--- config.mk ---
export PLATFORM = sky130hd
export DESIGN_NAME = ram_rdata_mux
export DESIGN_NICKNAME = d
export VERILOG_FILES = /design/src/hw/ram_1p_pkg.sv /design/src/hw/ram_rdata_mux.sv
export VERILOG_INCLUDE_DIRS = /design/src /design/src/include
export SDC_FILE = /design/constraint.sdc
export NUM_CORES = 1
export LEC_CHECK = 0
export ABC_CLOCK_PERIOD_IN_PS = 1100
export BUFFER_PORTS_ARGS = -buffer_cell sky130_fd_sc_hd__buf_4
export CAP_MARGIN = 30
export CORE_AREA = 2 2 78 80
export CTS_CLUSTER_SIZE = 30
export DETAILED_ROUTE_END_ITERATION = 10
export DIE_AREA = 0 0 80 82
export RECOVER_POWER = 50
export SLEW_MARGIN = 10
export SYNTH_ARGS = -nofsm -noshare
export SYNTH_HDL_FRONTEND = slang
export SYNTH_SLANG_ARGS = --single-unit
--- constraint.sdc ---
create_clock -name clk_i -period 1.1 [get_ports clk_i]
set_input_delay 0.11 -clock clk_i [delete_from_list [all_inputs] [get_ports clk_i]]
set_output_delay 0.11 -clock clk_i [all_outputs]
set_load 0.05 [all_outputs]
--- src/include/ram_settings.svh ---
// Single-port RAM settings
// Word width, depth and the macro split used by the generic 1p wrapper

`ifndef RAM_SETTINGS_SVH
`define RAM_SETTINGS_SVH

// Caller-facing word width in bits
`define RAM_WIDTH 39

// Total words seen by the caller
`define RAM_DEPTH 1024

// Words per hard macro
`define RAM_BANK_DEPTH 256

// Macro count follows from the two depths
`define RAM_NUM_BANKS ((`RAM_DEPTH) / (`RAM_BANK_DEPTH))

// Data bits covered by one write mask bit
// A value of 1 gives true bit-write masking
`define RAM_DBPM 1

`endif

--- src/hw/ram_1p_pkg.sv ---
// Single-port RAM package
// Address views and the per-macro request word for the 1024x39 wrapper

`include "ram_settings.svh"

package ram_1p_pkg;

  // Address widths derived from the macro split
  localparam int RAM_ROW_W  = $clog2(`RAM_BANK_DEPTH); // Row inside one macro
  localparam int RAM_BANK_W = $clog2(`RAM_NUM_BANKS);  // Macro select
  localparam int RAM_AW     = RAM_BANK_W + RAM_ROW_W;  // Caller address

  // Data word type that also carries the active-low bit enables
  typedef logic [`RAM_WIDTH-1:0] ram_data_t;

  // Address split into macro select over macro row
  typedef struct packed {
    logic [RAM_BANK_W-1:0] bank; // Upper bits pick the macro
    logic [RAM_ROW_W-1:0]  row;  // Lower bits go to the macro
  } ram_addr_split_t;

  // Same address word read flat or as bank/row
  typedef union packed {
    logic [RAM_AW-1:0] word;  // Flat word index from the caller
    ram_addr_split_t   split; // Bank view used by the decoder
  } ram_addr_u;

  // 88-bit request for one macro
  typedef struct packed {
    logic                 ren;   // Read enable
    logic                 wen;   // Write enable
    logic [RAM_ROW_W-1:0] row;   // Macro row
    ram_data_t            wdata; // Write data
    ram_data_t            wbeb;  // Bit write enable, 0 writes the bit
  } ram_bank_req_t;

  // Idle macro request with no enables and every bit masked
  localparam ram_bank_req_t RAM_BANK_REQ_IDLE = '{
    ren:   1'b0,
    wen:   1'b0,
    row:   '0,
    wdata: '0,
    wbeb:  '1
  };

endpackage

--- src/hw/ram_rdata_mux.sv ---
// Read data multiplexer for the single-port RAM
// Remembers which macro each read went to and returns that macro's q,
// so a following request to another bank cannot steer the output

`timescale 1ns/1ps

`include "ram_settings.svh"

module ram_rdata_mux import ram_1p_pkg::*; (
  input  logic                                    clk_i,       // Clock
  input  logic                                    rst_n_i,     // Sync reset, active low

  input  logic                                    rd_strobe_i, // Read issued this cycle
  input  logic [RAM_BANK_W-1:0]                   bank_idx_i,  // Bank of this request
  input  logic [`RAM_NUM_BANKS-1:0][`RAM_WIDTH-1:0] bank_q_i,  // Macro outputs

  output logic [`RAM_WIDTH-1:0]                   rdata_o      // Selected read data
);

  logic [RAM_BANK_W-1:0] bank_sel_q; // Bank of the last read

  // Bank register follows the read strobe only
  // Writes and idle cycles leave it alone so rdata_o holds
  always_ff @(posedge clk_i) begin
    if (!rst_n_i) begin
      bank_sel_q <= '0;                  // Bank 0 after reset
    end else if (rd_strobe_i) begin
      bank_sel_q <= bank_idx_i;          // Lines up with macro q next cycle
    end
  end

  // Macro q and bank register change on the same edge
  assign rdata_o = bank_q_i[bank_sel_q];

endmodule

==> impl_results.md <==
* Status: finished, violations left
* Failing checks: negative setup slack
* Final net count at 414
* Largest family of logic cells by synthesized area: multiplexers
* DRC errors left at 0
* Layout cells sized above 1 at 0.9841
* Iteration-0 DRC Markers at 15
* Critical Path, Cell by Cell: buf_12 > mux4_2 > buf_6
* Pre-antenna DRT Iters at 4
* CTS max path bufs at 2
* Die width at 80 µm
* Startpoint types: flop
* Max reg flops at 2
* Number of global-route vias before repair at between 1500 and 2000
* Seq/Total Area, Yosys at 0.03769
* Die Y at 82 µm
* Clock Pin Slew Worst Setup and Hold Paths at roughly 30 ps
* Non-Filler Instances at 326
* Compound-gate portion of the synthesized area at 0
* WL final at 5927 µm
* # setup viols final at 39
* Worst setup EP type: primary output
* Inst Count DP at 323
* Layout area overhead at 163.5%
* First-pass GRT wire length at around 8200 µm
* Root Driver: clkbuf_8
* Placer Congestion at just over 0.8
* Fmax at 0.6243 GHz
* Multiplexer share of the synthesized area at 0.8457
* Crit path kind: flop to primary output
* Mapped Area at between 1000 and 1500 µm²
* Drt wl/cell at 18.18 µm
* CTS tree: yes
* Worst path arrival time at 1490 ps
* Leading area contributor after synthesis: mux4_2
* Gate Count Post-Synth at 54
* Post-synthesis adder-cell area fraction at 0
* Via count at 1470
* Reg with most FFs: bank_sel_q
* Initial antenna violation count at 0
* GRT Total Usage at 0.1640
* Critical path buffer and inverter count at 2
* Largest regs: bank_sel_q: 2 flops
* Leakage at 0.001301 µW
* Later-pin clock latency in the skew report at between 200 and 250 ps
* Slowest stage delay, CP at 550 ps
* CP required at 990 ps
* Top post-synthesis cells by area: mux4_2 (83%), buf_12 (7.5%), dfxtp_1 (3.8%), buf_2 (1.9%), mux2i_1 (1.9%)
* Critical Path Slowest Stage Cell: mux4_2
* Netlist cell types at 7
* Ports at 200
* CP delay by family, top: multiplexers
* Ant. Diodes at 0
* Core footprint at 5746 µm²
* CTS sink cnt at 2
* H-tree Lvls at 1
* Rows at 28
* Warnings from Yosys at 0
* Setup WS post-layout at -501.9 ps
* Fin. Hold Viols at 0
* Core Util, Final at 0.4872
* Tcrit/Tclk final at 1.456
* CP max FO at 20
* Starting Density at 0.1849
* GRT overflow at 0
* Worst clock skew at 0 ps
* Post-Synth Simple-Gate Area at 0.01178
* Die area at roughly 6600 µm²
* TNS Setup at -18640 ps
* Routed Antenna Nets at 0
* Worst hold path class: input port to flop
* Avg Cell Area, Syn at between 15 and 20 µm²
* # port buffers at 199
* Synthesized Nets at 215
* Post-synth top area share at 0.8269
* Largest net degree at the start of global routing at 21
* Flops & latches, synth at 2
* Xor/xnor cell area share of the yosys netlist at 0
* RSZ-0062 raised after global routing: true
* Final hold slack at approximately 120 ps
* Total CTS buffers at 3
* Least-Margin Pin Slew at ~270 ps
* Via density at between 4 and 5
* Max Cap Violations at 0
* Peak supply drop at 424.1 µV
* Min Tclk post-route at roughly 1600 ps
* Power Dens Cells at between 700 and 800 nW/µm²
* Final Slew Violations at 0
* Slew headroom at 0.8173
-- stage by stage --
step	total power (µW)	worst slack, ps	area (µm²)
floorplan	1041	-240.7	1064
global placement	1739	-323.3	2621
detailed placement	1749	-323.0	2621
CTS	2170	-510.1	2811
global route	2234	-543.7	2799
finish	2143	-501.9	2799
-- cells in the final DEF, fill, tap and decap left out --
cell type / count
buf_12: 3
buf_4: 160
buf_6: 39
clkbuf_4: 1
clkbuf_8: 3
dfxtp_2: 1
dfxtp_4: 1
mux2i_1: 2
mux4_2: 39
nor2b_1: 2
-- worst register-to-register path: cells and delay by family, from the launching register on --
kind / cells / cell delay [ps]
buffers and inverters: 1 / 310
multiplexers: 1 / 110
AND/OR/NAND/NOR: 1 / 100
flip-flops: 1 / 330
-- repair_timing --
action / CTS / global route
buffers inserted: 0 / 0
endpoints found under the setup margin: 39 / 39
resized for setup: 40 / 0
hold buffers: 0 / 0
-- cell type report --
cell class                      instances  area, µm²
Fill cell                             540       2947
Timing Repair Buffer                  203       1708
Multi-Input combinational cell         43      910.9
Tap cell                               75      93.84
Sequential cell                         2      45.04
Clock buffer                            3      41.29
-- layer usage --
metal	GRT usage	routed length, µm	up-vias
met1	0.1911	2053	699
met5	0	0	-
met3	0.03077	464	12
met2	0.3075	3311	92
met4	0.04407	97	0
li1	-	-	667
-- cell families (layout without fill, tap and decap cells) --
family | Yosys count | after routing
AND/OR/NAND/NOR | 2 | 2
flip-flops | 2 | 2
multiplexers | 41 | 41
buffers and inverters | 9 | 206
-- report_power, final --
group          internal (µW)  leakage, µW  switching (µW)  total [µW]
Combinational            906      0.00126             869        1780
Sequential              77.3    0.0000175            5.18        82.5
Clock                    231    0.0000216            54.6         286
Total                   1210      0.00130             929        2140
-- synth_stat cells (all sizes together) --
master and instances:
buf 9, dfxtp 2, mux2i 2, nor2b 2, mux4 39
-- worst paths after layout --
check,cells after the start,slack [ps],from,end
min reg2reg,3,740,bank_sel_q[0]$_SDFFE_PN0P_,bank_sel_q[0]$_SDFFE_PN0P_
max reg2reg,3,170,bank_sel_q[1]$_SDFFE_PN0P_,bank_sel_q[1]$_SDFFE_PN0P_
min,2,120,rst_n_i,bank_sel_q[1]$_SDFFE_PN0P_
max,3,-500,bank_sel_q[0]$_SDFFE_PN0P_,rdata_o[2]
No activity file was read; power rests on OpenSTA's default activity.
