**src/include/ram_settings.svh**
```systemverilog
// Single-port RAM settings
// Word width, depth and the macro split used by the generic 1p wrapper

`ifndef RAM_SETTINGS_SVH
`define RAM_SETTINGS_SVH

// Caller-facing word width in bits
`define RAM_WIDTH 39

// Total words seen by the caller
`define RAM_DEPTH 1024

// Words per hard macro
`define RAM_BANK_DEPTH 256

// Macro count follows from the two depths
`define RAM_NUM_BANKS ((`RAM_DEPTH) / (`RAM_BANK_DEPTH))

// Data bits covered by one write mask bit
// A value of 1 gives true bit-write masking
`define RAM_DBPM 1

`endif

```
**src/hw/ram_1p_pkg.sv**
```systemverilog
// Single-port RAM package
// Address views and the per-macro request word for the 1024x39 wrapper

`include "ram_settings.svh"

package ram_1p_pkg;

  // Address widths derived from the macro split
  localparam int RAM_ROW_W  = $clog2(`RAM_BANK_DEPTH); // Row inside one macro
  localparam int RAM_BANK_W = $clog2(`RAM_NUM_BANKS);  // Macro select
  localparam int RAM_AW     = RAM_BANK_W + RAM_ROW_W;  // Caller address

  // Data word type that also carries the active-low bit enables
  typedef logic [`RAM_WIDTH-1:0] ram_data_t;

  // Address split into macro select over macro row
  typedef struct packed {
    logic [RAM_BANK_W-1:0] bank; // Upper bits pick the macro
    logic [RAM_ROW_W-1:0]  row;  // Lower bits go to the macro
  } ram_addr_split_t;

  // Same address word read flat or as bank/row
  typedef union packed {
    logic [RAM_AW-1:0] word;  // Flat word index from the caller
    ram_addr_split_t   split; // Bank view used by the decoder
  } ram_addr_u;

  // 88-bit request for one macro
  typedef struct packed {
    logic                 ren;   // Read enable
    logic                 wen;   // Write enable
    logic [RAM_ROW_W-1:0] row;   // Macro row
    ram_data_t            wdata; // Write data
    ram_data_t            wbeb;  // Bit write enable, 0 writes the bit
  } ram_bank_req_t;

  // Idle macro request with no enables and every bit masked
  localparam ram_bank_req_t RAM_BANK_REQ_IDLE = '{
    ren:   1'b0,
    wen:   1'b0,
    row:   '0,
    wdata: '0,
    wbeb:  '1
  };

endpackage

```
**src/hw/ram_bank_decode.sv**
```systemverilog
// Bank decoder for the single-port RAM
// Splits one caller request into per-macro requests, inverting the mask
// into the macro's active-low bit write enable

`timescale 1ns/1ps

`include "ram_settings.svh"

module ram_bank_decode import ram_1p_pkg::*; (
  input  logic                                clk_i,       // Assertion clock only
  input  logic                                rst_n_i,     // Assertion reset only

  input  logic                                req_i,       // Access strobe
  input  logic                                write_i,     // High for write
  input  ram_addr_u                           addr_i,      // Caller address
  input  logic [`RAM_WIDTH-1:0]               wdata_i,     // Write data
  input  logic [`RAM_WIDTH-1:0]               wmask_i,     // Active-high mask

  output ram_bank_req_t [`RAM_NUM_BANKS-1:0]  bank_req_o,  // One request per macro
  output logic [RAM_BANK_W-1:0]               bank_idx_o,  // Addressed macro
  output logic                                rd_strobe_o  // Read issued this cycle
);

  logic rd_req; // Read this cycle
  logic wr_req; // Write this cycle

  assign rd_req = req_i & ~write_i;
  assign wr_req = req_i & write_i;

  // Bank view of the address steers everything
  assign bank_idx_o  = addr_i.split.bank;
  assign rd_strobe_o = rd_req;

  // Only the addressed macro sees enables
  always_comb begin
    for (int b = 0; b < `RAM_NUM_BANKS; b++) begin
      bank_req_o[b] = RAM_BANK_REQ_IDLE; // Idle unless selected
      if (addr_i.split.bank == RAM_BANK_W'(b)) begin
        bank_req_o[b].ren   = rd_req;
        bank_req_o[b].wen   = wr_req;
        bank_req_o[b].row   = addr_i.split.row;
        bank_req_o[b].wdata = wdata_i;
        bank_req_o[b].wbeb  = ~wmask_i;      // Macro writes where the bit is 0
      end
    end
  end

  // Caller mask must respect the mask granularity on writes
  // Partial groups would leave a macro word half written
  for (genvar g = 0; g < `RAM_WIDTH / `RAM_DBPM; g++) begin : g_mask_chk
    a_mask_group: assert property (
      @(posedge clk_i) disable iff (!rst_n_i)
      wr_req |->
        wmask_i[g*`RAM_DBPM +: `RAM_DBPM] inside
          {{`RAM_DBPM{1'b1}}, {`RAM_DBPM{1'b0}}}
    ) else $error("Write mask group %0d is partially set", g);
  end

  // An unknown strobe would corrupt macro state and the bank register
  a_req_known: assert property (
    @(posedge clk_i) disable iff (!rst_n_i)
    !$isunknown(req_i)
  ) else $error("Request strobe is unknown");

endmodule

```
**config.mk**
```make
export PLATFORM = sky130hd
export DESIGN_NAME = ram_bank_decode
export DESIGN_NICKNAME = d
export VERILOG_FILES = /design/src/hw/ram_1p_pkg.sv /design/src/hw/ram_bank_decode.sv
export VERILOG_INCLUDE_DIRS = /design/src /design/src/include
export SDC_FILE = /design/constraint.sdc
export NUM_CORES = 1
export LEC_CHECK = 0
export BUFFER_PORTS_ARGS = -buffer_cell sky130_fd_sc_hd__buf_2
export CAP_MARGIN = 40
export CORE_AREA = 2 2 173 175
export DETAILED_ROUTE_END_ITERATION = 12
export DIE_AREA = 0 0 175 177
export PLACE_DENSITY = 0.36
export SLEW_MARGIN = 20
export SYNTH_ARGS = -nofsm -noshare
export SYNTH_HDL_FRONTEND = slang
export SYNTH_SLANG_ARGS = --single-unit
```
**constraint.sdc**
```tcl
create_clock -name vclk -period 0.8
set_clock_uncertainty 0.15 [all_clocks]
set_input_delay 0.04 -clock vclk [all_inputs]
set_output_delay 0.04 -clock vclk [all_outputs]
set_load 0.05 [all_outputs]
```
==> results of run 1 <==
-- metal layers --
layer	vias up	share of wire (%)	global-route usage [%]
li1	2611	-	-
met3	12	7.7	2.964
met1	2525	39	14.62
met5	-	0	0
met2	283	53	23.93
met4	0	0.83	0.8681
-- worst max path at each step --
stage | from | endpoint | slack, ns | depth (start not counted)
CTS | addr_i[9] | bank_req_o[14] | -0.37 | 4
detailed placement | addr_i[8] | bank_req_o[335] | -0.51 | 4
floorplan | addr_i[9] | bank_req_o[86] | -0.45 | 4
global route | addr_i[9] | bank_req_o[138] | -0.36 | 5
finish | addr_i[9] | bank_req_o[30] | -0.34 | 4
global placement | addr_i[8] | bank_req_o[161] | -0.50 | 4
-- power by group --
part,total (mW),switching (mW),internal (mW)
sequential,0,0,0
clock,0,0,0
combinational,7.22,4.37,2.85
-- synthesized netlist by cell type, drive strengths merged --
master	count	area [sq um]
nand3	39	195.2
buf	56	387.9
and3b	94	823.3
and4	1	8.760
nor3b	47	382.9
or3b	39	341.6
and4b	3	30.03
nor4b	1	15.01
nand3b	78	585.6
and3	47	294.0
clkbuf	24	105.1
nor4bb	1	25.02
and4bb	2	25.02
nor2b	1	6.260
-- through the flow --
stage                     std cells  TNS, ns  cell area [sq um]  setup slack, ns  total power, mW
after floorplan                 433   -80.65               4880          -0.4512            4.444
after global placement         1296  -142.50               8070          -0.5001            6.181
after detailed placement       1296  -142.62               8070          -0.5054            6.149
after CTS                      1300  -102.51               9263          -0.3676            6.775
after global routing           1319   -93.92              10190          -0.3627            7.514
final                          1319   -83.38              10190          -0.3426            7.218
-- layout make-up --
| type | instances | area [sq um] | share of cell area [%] |
|---|---|---|---|
| repair buffers | 576 | 5517 | 54.14 |
| well taps | 390 | 488.0 | 4.789 |
| multi-input cells | 353 | 4184 | 41.07 |
-- cells by family after synthesis --
| kind of cell | share of synthesized area [%] |
|---|---|
| buffers and inverters | 15.28 |
| and+or+nand+nor | 84.72 |
-- critical path, delay by kind of cell --
family        cells  cell delay, ns
buf+inv           3            0.48
simple gates      1            0.42
-- what timing repair did --
action,4_1_cts,5_1_grt
gates cloned,4,14
gates resized for setup,359,171
hold endpoints to repair,0,0
pin swaps,6,12
setup endpoints to repair,355,355
buffers inserted,0,5
==> key figures, run 1 <==
Status
  • Status: finished with violations
  • Failing checks: setup timing

Min path
  • Hold path endpoint: bank_req_o[200]
  • Hold depth: 3
  • Hold_sp: wmask_i[24]
  • Tightest Hold Check Type: input port to output pin

STA
  • Final worst slack: -0.3426 ns
  • Max-slew violations: 0
  • RSZ-0062 raised after global routing: yes
  • Worst-margin pin slew: approximately 0.28 ns
  • Final setup vio count: 354
  • Hold WS: 0.3170 ns
  • FMAX: between 0.8 and 0.9 GHz
  • Final hold violation count: 0
  • Headroom to the max-slew limit: between 80% and 90%
  • Period utilisation layout: 142.8%
  • Final Critical Period: between 1 and 1.5 ns

Finish
  • Final Net Count: just over 1k
  • Antenna cells: 0
  • # clk buffers: 0
  • Synth-to-layout area growth: 215.9%
  • Commonest non-fill, non-tap cells in the layout: 205 x buf_6, 187 x buf_2, 114 x buf_4
  • Most common cell after layout, fill and taps aside: buf_6
  • Layout Utilization: about a third
  • Seq. cell area: 0 sq um
  • Share of layout cells above drive strength 1: about nine tenths
  • Fill count: 2999
  • Seq_cells: 0

GRT
  • Total GRT Usage: about 13%
  • First-pass GRT wire length: slightly above 30 mm
  • Total global routing overflow: 0
  • Vias in the first global route: ~5.2k
  • Largest net degree at the start of global routing: 38
  • Initial antenna violation count: 0

Setup path
  • Worst path slowest cell: or3b_4
  • Crit-path cells: clkbuf_16 -> buf_6 -> or3b_4 -> buf_8
  • CP Max Fanout: 11
  • Critical Path Start Type: input port
  • CP required: 0.61 ns
  • Crit end category: output pin
  • WS Path Type: input port to output pin
  • Crit-path max cell delay: between 0.4 and 0.5 ns
  • WP data arrival: between 0.9 and 1 ns

Synth
  • Yosys cell types: 19
  • Seq/Total Area, Yosys: 0%
  • Mapped Nets: ~530
  • Synthesized area: between 0.003 and 0.004 sq mm
  • Synthesis Warnings: 0
  • Syn Inst Count: between 400 and 500
  • Syn_area_per_cell: ~7.4 sq um

Power and ir drop
  • Leak: between 4 and 5 nW
  • Pwr per Cell Area: about 710 mW/mm^2
  • VDD IR max: between 0.3 and 0.4 mV

Route
  • Drt total wl: between 20 and 25 mm
  • Vias per inst: ~4.1
  • Drt first pass iters: 4
  • DRC Markers: 0
  • Routed vias: about 5.4k
  • Routed len/inst: between 15 and 20 um
  • ANT nets after route: 0
  • DR iter-0 viols: 88

Placement
  • Port bufs: approximately 450
  • Placed wire-length estimate: around 17 mm
  • Placer Congestion: approximately 0.77

Floorplan
  • Area of the core: 0.02924 sq mm
  • Die area: a little over 0.03 sq mm
  • Chip Height: ~180 um
  • I/O Pins: 447
  • Cell Rows: 63
  • Initial Util: 11.03%
  • Die width: 175 um

CTS
  • Cts hold-fix bufs: 0

Job
  • Maxcap violations: 0
(Power assumes the default switching activity.)
==> run 2, diff against run 1 <==
==> constraint.sdc (replaced) <==
create_clock -name vclk -period 0.8
set_clock_uncertainty 0.15 [all_clocks]
set_input_delay 0.08 -clock vclk [all_inputs]
set_output_delay 0.08 -clock vclk [all_outputs]
set_load 0.05 [all_outputs]
==> key figures, run 2 (synthesized netlist as in run 1, its figures left out) <==
Floorplan
  • Initial Util: 11.03% (unchanged)
  • Die area: 0.03098 sq mm (unchanged)
  • Cell Rows: 63 (unchanged)
  • Area of the core: 0.02924 sq mm (unchanged)
  • Chip Height: 177 um (unchanged)
  • Die width: 175 um (unchanged)
  • I/O Pins: 447 (unchanged)

Route
  • Vias per inst: 4.251 (+3.2%)
  • Routed len/inst: 19.32 um (+9.2%)
  • ANT nets after route: 0 (unchanged)
  • Drt first pass iters: 4 (unchanged)
  • DRC Markers: 0 (unchanged)
  • Routed vias: 5849 (+7.7%)
  • DR iter-0 viols: 140 (+59%)
  • Drt total wl: 26.58 mm (+14%)

STA
  • Final worst slack: -0.3956 ns (-0.05305 ns)
  • Period utilisation layout: 149.5% (+6.6 points)
  • RSZ-0062 raised after global routing: yes
  • Headroom to the max-slew limit: 84.69% (+2.9 points)
  • Max-slew violations: 0 (unchanged)
  • FMAX: 0.8364 GHz (-4.4%)
  • Fin Setup TNS: -104.87 ns (-21.49 ns)
  • Final Critical Period: 1.196 ns (+0.05305 ns)
  • Worst-margin pin slew: 0.2293 ns (-0.04590 ns)
  • Final setup vio count: 351 (-0.85%)
  • Final hold violation count: 0 (unchanged)

Placement
  • Placed wire-length estimate: 17.05 mm (-0.11%)
  • Placer Congestion: 0.7709 (+0.35%)
  • Port bufs: 445 (unchanged)
  • Setup WS pre-CTS: -0.5939 ns (-0.08851 ns)

Finish
  • Synth-to-layout area growth: 285.8%
  • Seq. cell area: 0 sq um (unchanged)
  • Final Net Count: 1080 (+5.6%)
  • Antenna cells: 0 (unchanged)
  • Most common cell after layout, fill and taps aside: buf_6
  • Share of layout cells above drive strength 1: 92.09% (+0.49 points)
  • Fill count: 2687 (-10%)
  • Commonest non-fill, non-tap cells in the layout: 252 x buf_6, 137 x buf_8, 94 x and3b_2
  • Seq_cells: 0 (unchanged)
  • # clk buffers: 0 (unchanged)

Power and ir drop
  • Combinational share of power: 100.0% (about the same)
  • Sequential power share: 0% (unchanged)
  • VDD IR max: 0.3577 mV (+6.4%)
  • Clock Power Share: 0% (unchanged)
  • Switching Fraction: 54.98% (-5.5 points)
  • Leak: 5.618 nW (+22%)
  • P_sw: 4.647 mW (+6.4%)
  • Internal power: 3.805 mW (+33%)
  • Pwr per Cell Area: 679.1 mW/mm^2 (-4.1%)

Setup path
  • Crit end category: output pin
  • WP data arrival: 0.97 ns (+0.02 ns)
  • CP Max Fanout: 12 (+1)
  • Critical Path Start Type: input port
  • WS Path Type: input port to output pin
  • CP required: 0.57 ns (-0.04 ns)

GRT
  • First-pass GRT wire length: 33.97 mm (+9.1%)
  • Total global routing overflow: 0 (unchanged)
  • Total GRT Usage: 13.80% (+1.3 points)
  • Largest net degree at the start of global routing: 41 (+7.9%)
  • Initial antenna violation count: 0 (unchanged)
  • Vias in the first global route: 5502 (+4.9%)

Status
  • Failing checks: setup timing
  • Status: finished with violations

Min path
  • Tightest Hold Check Type: input port to output pin

Job
  • Maxcap violations: 0 (unchanged)
run 2: cell count changes in the layout (fill, tap and decap cells not counted), sizes merged:
| cell | change |
|---|---|
| buf | +41 |
| clkbuf | +16 |
run 2: path summary, 6_finish.rpt:
path	from	to	slack (ns)	cells after the start
worst min-delay path	write_i	bank_req_o[87]	0.31	3
worst max-delay path	addr_i[9]	bank_req_o[150]	-0.40	5
run 2: repair_timing:
item | in CTS | in global routing
endpoints found under the setup margin | 355 | 355
gates cloned | 17 | 25
resized for setup | 524 | 501
hold buffers | 0 | 0
setup buffers | 18 | 19
pin swaps | 30 | 49
run 2: layout make-up:
class | instances | area [sq um] | area share (%)
Timing Repair Buffer | 633 | 7767 | 62.42
Multi-Input combinational cell | 353 | 4189 | 33.66
Tap cell | 390 | 488.0 | 3.921
run 2: worst max-delay path, stage by stage:
cell and delay, ns:
buf_16 0.14, buf_16 0.17, buf_12 0.15, and3b_2 0.26, buf_12 0.14
run 2: through the flow:
stage          power, mW  instance area, sq um  util [%]  std cells  hold WS, ns
6_report           8.451                 12440     42.55       1376       0.3130
4_1_cts            7.369                 10340     35.36       1335       0.3944
5_1_grt            8.771                 12440     42.55       1376       0.3145
3_3_place_gp       6.169                  8063     27.57       1300       0.4028
3_5_place_dp       6.134                  8063     27.57       1300       0.3949
2_1_floorplan      4.444                  4880         -        433      0.07714
run 2: power by group through the flow:
| stage | registers, mW | logic (mW) | clock network, mW |
|---|---|---|---|
| global route | 0 | 8.77 | 0 |
| CTS | 0 | 7.37 | 0 |
| detailed placement | 0 | 6.13 | 0 |
| global placement | 0 | 6.17 | 0 |
| finish | 0 | 8.45 | 0 |
| floorplan | 0 | 4.44 | 0 |
run 2: metal layers:
| metal | vias up | track usage, % | wire [um] |
|---|---|---|---|
| met5 | - | 0 | 0 |
| met4 | 0 | 1.076 | 172 |
| met3 | 11 | 2.599 | 1657 |
| met2 | 274 | 26.68 | 14490 |
| met1 | 2819 | 16.28 | 10260 |
| li1 | 2745 | - | - |
